File: config.mk
export PLATFORM = sky130hd
export DESIGN_NAME = swu_top
export DESIGN_NICKNAME = d
export VERILOG_FILES = /design/src/logic/swu_pkg.sv /design/src/logic/swu_write_ctrl.sv /design/src/logic/swu_line_buffer.sv /design/src/logic/swu_window_walker.sv /design/src/logic/swu_output_stage.sv /design/src/logic/swu_top.sv
export SDC_FILE = /design/constraint.sdc
export NUM_CORES = 1
export LEC_CHECK = 0
export ABC_AREA = 1
export BUFFER_PORTS_ARGS = -buffer_cell sky130_fd_sc_hd__buf_2
export CORE_ASPECT_RATIO = 0.6
export CORE_MARGIN = 2
export CORE_UTILIZATION = 25
export CTS_BUF_LIST = sky130_fd_sc_hd__clkbuf_4
export CTS_CLUSTER_SIZE = 28
export DETAILED_ROUTE_END_ITERATION = 6
export GPL_TIMING_DRIVEN = 0
export PLACE_DENSITY_LB_ADDON = 0.12
export SYNTH_ARGS = -nofsm -noshare
export SYNTH_HDL_FRONTEND = slang
export SYNTH_SLANG_ARGS = --single-unit
File: constraint.sdc
create_clock -name clk -period 7.2 [get_ports clk]
set_clock_uncertainty 0.2 [all_clocks]
set_input_delay 0 -clock clk [delete_from_list [all_inputs] [get_ports clk]]
set_output_delay 0 -clock clk [all_outputs]
set_load 0.05 [all_outputs]
File: src/logic/swu_pkg.sv
package swu_pkg;

   ////////////////////////////////////////////////////////////////////////////
   // stream word format
   ////////////////////////////////////////////////////////////////////////////

   // channels carried side by side in one word
   localparam int SIMD         = 4;
   // bits per channel
   localparam int IP_PRECISION = 4;
   localparam int WORD_W       = SIMD * IP_PRECISION;

   ////////////////////////////////////////////////////////////////////////////
   // default geometry
   ////////////////////////////////////////////////////////////////////////////

   // square input feature map, one side
   localparam int DEF_IFM_DIM    = 7;
   // square kernel, one side
   localparam int DEF_KERNEL_DIM = 3;
   localparam int DEF_STRIDE     = 2;
   // words per pixel
   localparam int DEF_CH_GROUPS  = 2;
   // line buffer holds 2**DEF_BUF_AW words
   localparam int DEF_BUF_AW     = 6;

   // absolute word index inside one frame
   localparam int IDX_W = 16;

   ////////////////////////////////////////////////////////////////////////////
   // types
   ////////////////////////////////////////////////////////////////////////////

   typedef logic [WORD_W-1:0] word_t;

   // write into the line buffer, only the low address bits select the entry
   typedef struct packed {
      logic             en;
      logic [IDX_W-1:0] addr;
      word_t            data;
   } buf_wr_t;

   // read request from the window walker
   typedef struct packed {
      logic             en;
      logic [IDX_W-1:0] addr;
   } buf_rd_t;

endpackage

File: src/logic/swu_write_ctrl.sv
`timescale 1ns/1ps

module swu_write_ctrl #(
   parameter int IFM_DIM   = swu_pkg::DEF_IFM_DIM,
   parameter int CH_GROUPS = swu_pkg::DEF_CH_GROUPS,
   parameter int BUF_AW    = swu_pkg::DEF_BUF_AW
) (
   input  logic                      clk,
   input  logic                      resetn,
   input  swu_pkg::word_t            ip_tdata_i,
   input  logic                      ip_tvalid_i,
   output logic                      ip_tready_o,
   input  logic [swu_pkg::IDX_W-1:0] window_origin_i,
   input  logic                      frame_done_i,
   output swu_pkg::buf_wr_t          wr_o,
   output logic [swu_pkg::IDX_W-1:0] words_written_o
);
   import swu_pkg::*;

   localparam logic [IDX_W-1:0] FRAME_WORDS = IDX_W'(IFM_DIM * IFM_DIM * CH_GROUPS);
   localparam logic [IDX_W-1:0] DEPTH       = IDX_W'(2 ** BUF_AW);

   logic [IDX_W-1:0] count_q;
   logic [IDX_W-1:0] ahead;
   logic             below_frame;
   logic             has_space;
   logic             accept;

   // words stored beyond the first word the current window still needs
   assign ahead = count_q - window_origin_i;

   assign below_frame = count_q < FRAME_WORDS;

   // a new word lands on entry count_q - DEPTH, which must already be behind
   // the window origin. origin can run ahead of the writer for stride > kernel
   assign has_space = (count_q < window_origin_i) || (ahead < DEPTH);

   assign ip_tready_o = below_frame && has_space;
   assign accept      = ip_tvalid_i && ip_tready_o;

   always_comb begin
      wr_o.en   = accept;
      wr_o.addr = count_q;
      wr_o.data = ip_tdata_i;
   end

   // absolute write index, restarts once the walker finishes the frame
   always_ff @(posedge clk) begin
      if (!resetn) begin
         count_q <= '0;
      end else if (frame_done_i) begin
         count_q <= '0;
      end else if (accept) begin
         count_q <= count_q + 1'b1;
      end
   end

   assign words_written_o = count_q;

endmodule

File: src/logic/swu_line_buffer.sv
`timescale 1ns/1ps

module swu_line_buffer #(
   parameter int BUF_AW = swu_pkg::DEF_BUF_AW
) (
   input  logic             clk,
   input  swu_pkg::buf_wr_t wr_i,
   input  swu_pkg::buf_rd_t rd_i,
   output swu_pkg::word_t   rd_data_o
);
   import swu_pkg::*;

   localparam int DEPTH = 2 ** BUF_AW;

   word_t             mem [DEPTH];
   logic [BUF_AW-1:0] wr_addr;
   logic [BUF_AW-1:0] rd_addr;

   // circular addressing, the index simply wraps on the low bits
   assign wr_addr = wr_i.addr[BUF_AW-1:0];
   assign rd_addr = rd_i.addr[BUF_AW-1:0];

   always_ff @(posedge clk) begin
      if (wr_i.en) begin
         mem[wr_addr] <= wr_i.data;
      end
   end

   // registered read port, data valid the cycle after the request
   always_ff @(posedge clk) begin
      if (rd_i.en) begin
         rd_data_o <= mem[rd_addr];
      end
   end

endmodule

File: src/logic/swu_window_walker.sv
`timescale 1ns/1ps

module swu_window_walker #(
   parameter int IFM_DIM    = swu_pkg::DEF_IFM_DIM,
   parameter int KERNEL_DIM = swu_pkg::DEF_KERNEL_DIM,
   parameter int STRIDE     = swu_pkg::DEF_STRIDE,
   parameter int CH_GROUPS  = swu_pkg::DEF_CH_GROUPS
) (
   input  logic                      clk,
   input  logic                      resetn,
   input  logic [swu_pkg::IDX_W-1:0] words_written_i,
   input  logic                      room_i,
   output swu_pkg::buf_rd_t          rd_o,
   output logic [swu_pkg::IDX_W-1:0] window_origin_o,
   output logic                      frame_done_o
);
   import swu_pkg::*;

   localparam int OFM_DIM   = (IFM_DIM - KERNEL_DIM) / STRIDE + 1;
   localparam int ROW_WORDS = IFM_DIM * CH_GROUPS;

   localparam int CH_W = $clog2(CH_GROUPS + 1);
   localparam int K_W  = $clog2(KERNEL_DIM + 1);
   localparam int O_W  = $clog2(OFM_DIM + 1);

   localparam logic [CH_W-1:0] LAST_CH = CH_W'(CH_GROUPS - 1);
   localparam logic [K_W-1:0]  LAST_K  = K_W'(KERNEL_DIM - 1);
   localparam logic [O_W-1:0]  LAST_O  = O_W'(OFM_DIM - 1);

   // index steps in words
   localparam logic [IDX_W-1:0] ROW_STEP = IDX_W'(STRIDE * ROW_WORDS);
   localparam logic [IDX_W-1:0] COL_STEP = IDX_W'(STRIDE * CH_GROUPS);
   localparam logic [IDX_W-1:0] KH_STEP  = IDX_W'(ROW_WORDS);
   localparam logic [IDX_W-1:0] KW_STEP  = IDX_W'(CH_GROUPS);

   logic [CH_W-1:0]  ch_q;
   logic [K_W-1:0]   kw_q;
   logic [K_W-1:0]   kh_q;
   logic [O_W-1:0]   col_q;
   logic [O_W-1:0]   row_q;
   logic [IDX_W-1:0] origin;
   logic [IDX_W-1:0] offset;
   logic [IDX_W-1:0] elem_idx;
   logic             last_ch;
   logic             last_kw;
   logic             last_kh;
   logic             last_col;
   logic             last_row;
   logic             rd_en;

   ////////////////////////////////////////////////////////////////////////////
   // index of the current element
   ////////////////////////////////////////////////////////////////////////////

   // first word of the window
   assign origin = IDX_W'(row_q) * ROW_STEP + IDX_W'(col_q) * COL_STEP;

   // position inside the window
   assign offset = IDX_W'(kh_q) * KH_STEP + IDX_W'(kw_q) * KW_STEP + IDX_W'(ch_q);

   assign elem_idx = origin + offset;

   // only words already in the buffer may be read
   assign rd_en = room_i && (elem_idx < words_written_i);

   always_comb begin
      rd_o.en   = rd_en;
      rd_o.addr = elem_idx;
   end

   assign window_origin_o = origin;

   ////////////////////////////////////////////////////////////////////////////
   // window counters
   ////////////////////////////////////////////////////////////////////////////

   assign last_ch  = ch_q == LAST_CH;
   assign last_kw  = kw_q == LAST_K;
   assign last_kh  = kh_q == LAST_K;
   assign last_col = col_q == LAST_O;
   assign last_row = row_q == LAST_O;

   assign frame_done_o = rd_en && last_ch && last_kw && last_kh && last_col && last_row;

   // channel group innermost, output row outermost
   // all counters wrap to zero together after the last word of the frame
   always_ff @(posedge clk) begin
      if (!resetn) begin
         ch_q  <= '0;
         kw_q  <= '0;
         kh_q  <= '0;
         col_q <= '0;
         row_q <= '0;
      end else if (rd_en) begin
         if (!last_ch) begin
            ch_q <= ch_q + 1'b1;
         end else begin
            ch_q <= '0;
            if (!last_kw) begin
               kw_q <= kw_q + 1'b1;
            end else begin
               kw_q <= '0;
               if (!last_kh) begin
                  kh_q <= kh_q + 1'b1;
               end else begin
                  kh_q <= '0;
                  if (!last_col) begin
                     col_q <= col_q + 1'b1;
                  end else begin
                     col_q <= '0;
                     if (!last_row) begin
                        row_q <= row_q + 1'b1;
                     end else begin
                        row_q <= '0;
                     end
                  end
               end
            end
         end
      end
   end

endmodule

File: src/logic/swu_output_stage.sv
`timescale 1ns/1ps

module swu_output_stage (
   input  logic             clk,
   input  logic             resetn,
   input  swu_pkg::buf_rd_t rd_i,
   input  swu_pkg::word_t   rd_data_i,
   output logic             room_o,
   output swu_pkg::word_t   op_tdata_o,
   output logic             op_tvalid_o,
   input  logic             op_tready_i
);
   import swu_pkg::*;

   word_t      entry_q [2];
   logic [1:0] count_q;
   logic       inflight_q;
   logic       push;
   logic       pop;
   logic       push_slot;

   // read issued last cycle, its data sits on rd_data_i now
   always_ff @(posedge clk) begin
      if (!resetn) begin
         inflight_q <= 1'b0;
      end else begin
         inflight_q <= rd_i.en;
      end
   end

   assign push = inflight_q;
   assign pop  = op_tvalid_o && op_tready_i;

   // held words plus the word on its way may not exceed two
   assign room_o = (count_q == 2'd0) || ((count_q == 2'd1) && !inflight_q);

   // entry 0 is the oldest
   assign push_slot = (count_q == 2'd1) && !pop;

   always_ff @(posedge clk) begin
      if (pop) begin
         entry_q[0] <= entry_q[1];
      end
      if (push) begin
         if (push_slot) begin
            entry_q[1] <= rd_data_i;
         end else begin
            entry_q[0] <= rd_data_i;
         end
      end
   end

   always_ff @(posedge clk) begin
      if (!resetn) begin
         count_q <= 2'd0;
      end else if (push && !pop) begin
         count_q <= count_q + 2'd1;
      end else if (pop && !push) begin
         count_q <= count_q - 2'd1;
      end
   end

   assign op_tvalid_o = count_q != 2'd0;
   assign op_tdata_o  = entry_q[0];

endmodule

File: src/logic/swu_top.sv
`timescale 1ns/1ps

module swu_top #(
   parameter int IFM_DIM    = swu_pkg::DEF_IFM_DIM,
   parameter int KERNEL_DIM = swu_pkg::DEF_KERNEL_DIM,
   parameter int STRIDE     = swu_pkg::DEF_STRIDE,
   parameter int CH_GROUPS  = swu_pkg::DEF_CH_GROUPS,
   parameter int BUF_AW     = swu_pkg::DEF_BUF_AW
) (
   input  logic           clk,
   input  logic           resetn,
   input  swu_pkg::word_t ip_tdata_i,
   input  logic           ip_tvalid_i,
   output logic           ip_tready_o,
   output swu_pkg::word_t op_tdata_o,
   output logic           op_tvalid_o,
   input  logic           op_tready_i
);
   import swu_pkg::*;

   buf_wr_t          wr;
   buf_rd_t          rd;
   word_t            rd_data;
   logic [IDX_W-1:0] words_written;
   logic [IDX_W-1:0] window_origin;
   logic             frame_done;
   logic             room;

   ////////////////////////////////////////////////////////////////////////////
   // input side
   ////////////////////////////////////////////////////////////////////////////

   swu_write_ctrl #(
      .IFM_DIM   (IFM_DIM),
      .CH_GROUPS (CH_GROUPS),
      .BUF_AW    (BUF_AW)
   ) write_ctrl_inst (
      .clk             (clk),
      .resetn          (resetn),
      .ip_tdata_i      (ip_tdata_i),
      .ip_tvalid_i     (ip_tvalid_i),
      .ip_tready_o     (ip_tready_o),
      .window_origin_i (window_origin),
      .frame_done_i    (frame_done),
      .wr_o            (wr),
      .words_written_o (words_written)
   );

   swu_line_buffer #(
      .BUF_AW (BUF_AW)
   ) line_buffer_inst (
      .clk       (clk),
      .wr_i      (wr),
      .rd_i      (rd),
      .rd_data_o (rd_data)
   );

   ////////////////////////////////////////////////////////////////////////////
   // output side
   ////////////////////////////////////////////////////////////////////////////

   swu_window_walker #(
      .IFM_DIM    (IFM_DIM),
      .KERNEL_DIM (KERNEL_DIM),
      .STRIDE     (STRIDE),
      .CH_GROUPS  (CH_GROUPS)
   ) window_walker_inst (
      .clk             (clk),
      .resetn          (resetn),
      .words_written_i (words_written),
      .room_i          (room),
      .rd_o            (rd),
      .window_origin_o (window_origin),
      .frame_done_o    (frame_done)
   );

   swu_output_stage output_stage_inst (
      .clk         (clk),
      .resetn      (resetn),
      .rd_i        (rd),
      .rd_data_i   (rd_data),
      .room_o      (room),
      .op_tdata_o  (op_tdata_o),
      .op_tvalid_o (op_tvalid_o),
      .op_tready_i (op_tready_i)
   );

endmodule

==> flow_summary.ini, run 1 <==
[run_status]
outcome = finished, violations left
violations = capacitance limit, slew limit

[timing]
relSlewSlack = -0.05228
finalCriticalPeriod_ps = 6916
slew_violations = 11
tightest_slew_ps = 1578
setup_slack_ps = 284.3
setup_viol = 0
tns_ps = 0
final-hold-violation-count = 0
rsz0062_at_grt = no
max_freq_ghz = 0.1446
min_period_over_period = 0.9605

[critical_path]
slowest_stage = clkbuf_1
arrival_ps = 7680
end_kind = register
path_delay_family = buffers and inverters
start_kind = register
required_ps = 7970
path_cells = inv_1 -> ha_1 -> inv_1 -> fa_1 -> fa_2 -> clkinv_1 -> clkbuf_1 -> clkbuf_2 -> ha_1 -> nand3_1 -> a21oi_1 -> o211ai_1 -> nand3_1 -> inv_2 -> nand3_2 -> nor2_4 -> nand2_1 -> nand2_2 -> buf_4 -> nor2_1
crit_type = reg2reg
critPathMaxFanout = 19
path_buf_inv = 7
max_stage_delay_ps = 900

[drt]
wirelength_mm = 197.6
vias_per_cell = 5.134
first_pass_iters = 5
drc = 0
drtAntennaViolNets = 0
dr_total_vias = 32080
detail_route.wl_per_cell_um = 31.62
drt-initial-drc-count = 4539

[floorplan]
die_y_um = 329.6
ios = 38
fp.dieArea_sq_um = 180200
initial_core_util = 0.2516
core_sq_um = 175500
die-width_um = 546.6
rows = 119

[layout]
seq_area_sq_um = 32770
area_delta_synth_final_pct = 21.44
utilization = 0.3056
fillers = 17800
fin_nets = 3789
layout_commonest_cell = edfxtp_1
drive_above_1_share = 0.1795
stdcell_count = 6249
multi_input_area_sq_um = 10590
fin_area_sq_um = 53640
final_cell_mix = edfxtp_1, nor2_1, o21ai_0, clkbuf_4, clkbuf_1

[synthesis]
synth.cell_area_sq_um = 44170
muxShareOfSynthArea = 0.004079
ys_ff_latch = 1101
synth_edf_count = 1072
async_reset_ff_frac = 0
yosys.area_share.simple = 0.09201
synth_xor_area_frac = 0.003569
ys_warn_count = 0
synth_cell_type_count = 41
synth.avg_cell_area_sq_um = 13.56
synth_compound_area_frac = 0.1200
synth_top_family_by_area = compound AO/OA/AOI/OAI gates
synth_fa_ha_area_frac = 0.01127
ys_seq_area_frac = 0.7419
synth_ff_type = edfxtp_1
synthCells = 3257
synth_fp_nets = 3315

[place]
hpwl_mm = 138.5
placed_cell_area_sq_um = 49780
dp_cells = 5761
numPortBuffers = 36
pre_cts_ws_ps = -447.0
gp_congestion = 0.8845

[clocking]
h-tree-depth = 5
path_clk_slew_ps = 70
cts_tree = built
clockRootBuffer = clkbuf_4
cts_sinks = 1101
insertion_delay_ps = 1150
cts_buffers = 282
cts_max_path_buffers = 4

[global_route]
grt_overflow = 0
grt_max_degree = 65
track_usage = 0.2143
grt_pass1_wl_mm = 263.3
first_global_vias = 29860
antenna_found_initial = 21

[pwr]
leakage_nw = 17.42
power_density_nw_per_um2 = 349.1
irDropWorstVdd_mv = 0.1194

[flow_run]
drv_cap = 1

[min_path]
hold_class = in2reg
## cell usage after synthesis (29+ instances only)
cell / count / area (sq um)
o221ai_1: 201 / 1760
nor3_2: 34 / 340.3
clkbuf_1: 210 / 788.3
nand3_1: 191 / 955.9
o21ai_0: 522 / 2613
dfxtp_1: 29 / 580.6
nor2_1: 570 / 2140
inv_1: 65 / 244.0
edfxtp_1: 1072 / 32190
o211ai_1: 42 / 315.3
nand2_1: 69 / 259.0
ha_1: 35 / 437.9
o22ai_1: 55 / 344.1
## stage by stage
stage / power [mW] / hold slack, ps
2_1_floorplan: 10.11 / -101.1
3_3_place_gp: 13.21 / 139.6
3_5_place_dp: 13.24 / 57.00
4_1_cts: 18.62 / 39.08
5_1_grt: 19.41 / 80.06
6_report: 18.73 / 133.7
## final timing paths
kind	from	endpoint	slack (ps)	depth (start not counted)
worst max register to register	window_walker_inst.kh_q[0]	write_ctrl_inst.words_written_o[14]	280	20
worst min register to register	line_buffer_inst.rd_data_o[1]	output_stage_inst.entry_q[1][1]	220	0
worst max-delay path	window_walker_inst.kh_q[0]	write_ctrl_inst.words_written_o[14]	280	20
worst min-delay path	ip_tvalid_i	line_buffer_inst.mem[47][2]	130	4
## metal layers
| layer | vias up | global-route usage | wire length [um] |
|---|---|---|---|
| met3 | 252 | 0.07635 | 23590 |
| met1 | 16510 | 0.3449 | 98780 |
| met5 | - | 0.008974 | 310 |
| li1 | 13530 | - | - |
| met2 | 1789 | 0.2606 | 71300 |
| met4 | 4 | 0.04730 | 3602 |
## cell type report
type,instances,area share
Clock inverter,36,0.005085
Clock buffer,395,0.05528
Timing Repair Buffer,193,0.05326
Inverter,70,0.004969
Multi-Input combinational cell,1853,0.1975
Tap cell,2359,0.05503
Antenna cell,12,0.0005598
Buffer,230,0.01736
Sequential cell,1101,0.6110
## kinds of logic (layout without fill, tap and decap cells)
family                     after synthesis  in the layout
DFF                                   1101           1101
and+or+nand+nor                        919            919
AOI/OAI and AO/OA                      862            862
buffers and inverters                  303            924
adders and majority gates               38             38
xor gates and xnor gates                18             18
muxes                                   16             16
other                                    0             12
## repair_timing
item                        CTS  global route
setup endpoints to repair    22            19
buffers inserted              0             3
resized for setup             4             4
hold endpoints to repair   2120           128
hold buffers                 41             2
## flip-flops by register name, indices dropped and copies added (netlist names)
name                             flops
window_walker_inst.kw_q              2
output_stage_inst.inflight_q         1
output_stage_inst.entry_q           32
line_buffer_inst.rd_data_o          16
window_walker_inst.ch_q              2
window_walker_inst.col_q             2
window_walker_inst.kh_q              2
write_ctrl_inst.words_written_o     16
line_buffer_inst.mem              1024
window_walker_inst.row_q             2
output_stage_inst.count_q            2
## power breakdown
part	switching, mW	total, mW	internal (mW)
combinational	4.82	6.07	1.25
clock	2.72	5.39	2.67
sequential	0.0473	7.27	7.23
total	7.58	18.7	11.1
## worst register-to-register path, cell delays in order (launching register included)
cell and delay (ps):
dfxtp_1 390, inv_1 100, ha_1 300, inv_1 50, fa_1 530, fa_2 680, clkinv_1 240, clkbuf_1 900
clkbuf_2 690, ha_1 380, nand3_1 90, a21oi_1 150, o211ai_1 440, nand3_1 270, inv_2 390, nand3_2 260
nor2_4 190, nand2_1 80, nand2_2 160, buf_4 220, nor2_1 60
(Power assumes the default switching activity.)
==> run 2, diff against run 1 <==
--- a/config.mk
+++ b/config.mk
@@ -7,10 +7,10 @@
 export LEC_CHECK = 0
 export ABC_AREA = 1
 export BUFFER_PORTS_ARGS = -buffer_cell sky130_fd_sc_hd__buf_2
-export CORE_ASPECT_RATIO = 0.6
+export CORE_ASPECT_RATIO = 0.7
 export CORE_MARGIN = 2
 export CORE_UTILIZATION = 25
-export CTS_BUF_LIST = sky130_fd_sc_hd__clkbuf_4
+export CTS_BUF_LIST = sky130_fd_sc_hd__clkbuf_4 sky130_fd_sc_hd__clkbuf_8 sky130_fd_sc_hd__clkbuf_16
 export CTS_CLUSTER_SIZE = 28
 export DETAILED_ROUTE_END_ITERATION = 6
 export GPL_TIMING_DRIVEN = 0
==> run 2 against run 1 <==
  * The run still ends with capacitance limit, slew limit left
  * Via count decreased by 3.9%
  * Register-to-register slack improved by 260 ps
  * Combinational power decreased by 4.4%
  * Sequential share of layout area about the same
  * Critical path type unchanged
==> flow_summary.ini, run 2 (synthesis results as in run 1) <==
[run_status]
outcome = finished, violations left
violations = capacitance limit, slew limit

[critical_path]
critPathMaxFanout = 19
crit_type = reg2reg
required_ps = 7630
start_kind = register
arrival_ps = 7090
reg2reg_depth = 21
end_kind = register

[place]
gp_congestion = 0.8913
dp_cells = 5768
hpwl_mm = 138.5
placed_cell_area_sq_um = 49800
numPortBuffers = 36

[global_route]
first_global_vias = 28670
track_usage = 0.2120
grt_max_degree = 65
grt_overflow = 0
grt_pass1_wl_mm = 261.1
antenna_found_initial = 16

[timing]
relSlewSlack = -0.01446
min_period_over_period = 0.9240
tightest_slew_ps = 1522
finalCriticalPeriod_ps = 6653
rsz0062_at_grt = no
tns_ps = 0
setup_viol = 0
final-hold-violation-count = 0
slew_violations = 11
max_freq_ghz = 0.1503

[layout]
largest_register_ffs = 1024
stdcell_count = 6000
fin_area_sq_um = 53660
drive_above_1_share = 0.1270
reg_top3 = line_buffer_inst.mem x1024, output_stage_inst.entry_q x32
layout_commonest_cell = edfxtp_1
area_delta_synth_final_pct = 21.48
utilization = 0.3047
fillers = 17710
final_cell_mix = edfxtp_1, nor2_1, o21ai_0, clkbuf_1, o221ai_1
fin_nets = 3610
top_register = line_buffer_inst.mem

[floorplan]
ios = 38
fp.dieArea_sq_um = 180100
die_y_um = 355.7
initial_core_util = 0.2508
rows = 129
die-width_um = 506.4
core_sq_um = 176100

[min_path]
hold_class = in2reg
whs_path_depth = 2

[clocking]
h-tree-depth = 3
path_clk_slew_ps = 70
cts_setup_buffers = 0
cts_sinks = 1101
cts_buffers = 111
insertion_delay_ps = 760
cts_tree = built
cts_max_path_buffers = 3
clockRootBuffer = clkbuf_16

[drt]
detail_route.wl_per_cell_um = 32.45
wl_met2_mm = 75.88
dr.max_layer_used = met4
wirelength_mm = 194.7
drtAntennaViolNets = 0
vias_per_cell = 5.138
routedLengthMet1_mm = 95.11
first_pass_iters = 7
drt-initial-drc-count = 4433
drc = 0
dr_total_vias = 30830
route.met3.wl_mm = 19.78

[pwr]
total_power_mw = 18.91
irDropWorstVdd_mv = 0.1991
power_density_nw_per_um2 = 352.4
leakage_nw = 17.12

[flow_run]
drv_cap = 1
==> run 2: changes by cell type in the layout (fill, tap and decap cells not counted), sizes merged <==
cell,change
buf,-1
bufinv,-1
clkbuf,-242
clkinv,+15
diode,-9
dlygate4sd3,-7
inv,-3
==> run 2: layout make-up <==
| type | count | area, sq um | area share |
|---|---|---|---|
| diodes | 3 | 7.507 | 0.0001399 |
| plain buffers | 231 | 930.9 | 0.01735 |
| clock buffers | 153 | 3136 | 0.05844 |
| clock inverters | 47 | 392.9 | 0.007322 |
| inverters | 70 | 262.8 | 0.004897 |
| multi-input cells | 1853 | 10590 | 0.1973 |
| flip-flops and latches | 1101 | 32770 | 0.6108 |
| well taps | 2358 | 2950 | 0.05499 |
| repair buffers | 184 | 2618 | 0.04878 |
==> run 2: per-layer routing <==
layer | vias up | track usage
li1 | 13040 | -
met1 | 16150 | 0.3319
met2 | 1456 | 0.2826
met3 | 187 | 0.06334
met4 | 0 | 0.04251
met5 | - | 0
==> run 2: path summary, 6_finish.rpt <==
path                                       from                             endpoint  slack (ps)
setup / recovery    window_walker_inst.row_q[0]  write_ctrl_inst.words_written_o[11]         550
hold / removal                    ip_tdata_i[2]          line_buffer_inst.mem[62][2]          30
setup reg to reg    window_walker_inst.row_q[0]  write_ctrl_inst.words_written_o[11]         550
hold reg to reg   line_buffer_inst.rd_data_o[9]      output_stage_inst.entry_q[1][9]         240
==> run 2: what timing repair did <==
action                                  4_1_cts  5_1_grt
endpoints found under the setup margin       18       20
gates resized for setup                       1        8
endpoints found under the hold margin      1255        0
hold buffers                                 30        0
==> run 2: through the flow <==
step           setup WS (ps)  hold slack, ps
2_1_floorplan           2374          -101.1
3_3_place_gp           -1075           145.8
3_5_place_dp          -292.2           84.93
4_1_cts                56.84           3.066
5_1_grt                72.37           22.58
6_report               547.1           33.80
==> run 2: power by group <==
group	total [mW]	switching (mW)	internal [mW]
logic	5.80	4.59	1.21
clock network	5.83	2.64	3.19
registers	7.28	0.0500	7.23
==> run 2: worst max-delay path, cell delays in order (launching register included) <==
cell and delay [ps]:
dfxtp_1 420, inv_1 120, ha_1 320, inv_1 60, fa_1 510, inv_1 60, ha_1 340, xnor2_1 550
clkbuf_2 580, buf_1 820, ha_1 400, a21oi_1 150, a21oi_1 120, o211ai_1 170, nand3_1 320, inv_2 440
nand3_2 260, nor2_4 190, nand2_1 80, nand2_2 150, buf_4 210, nor2_1 60
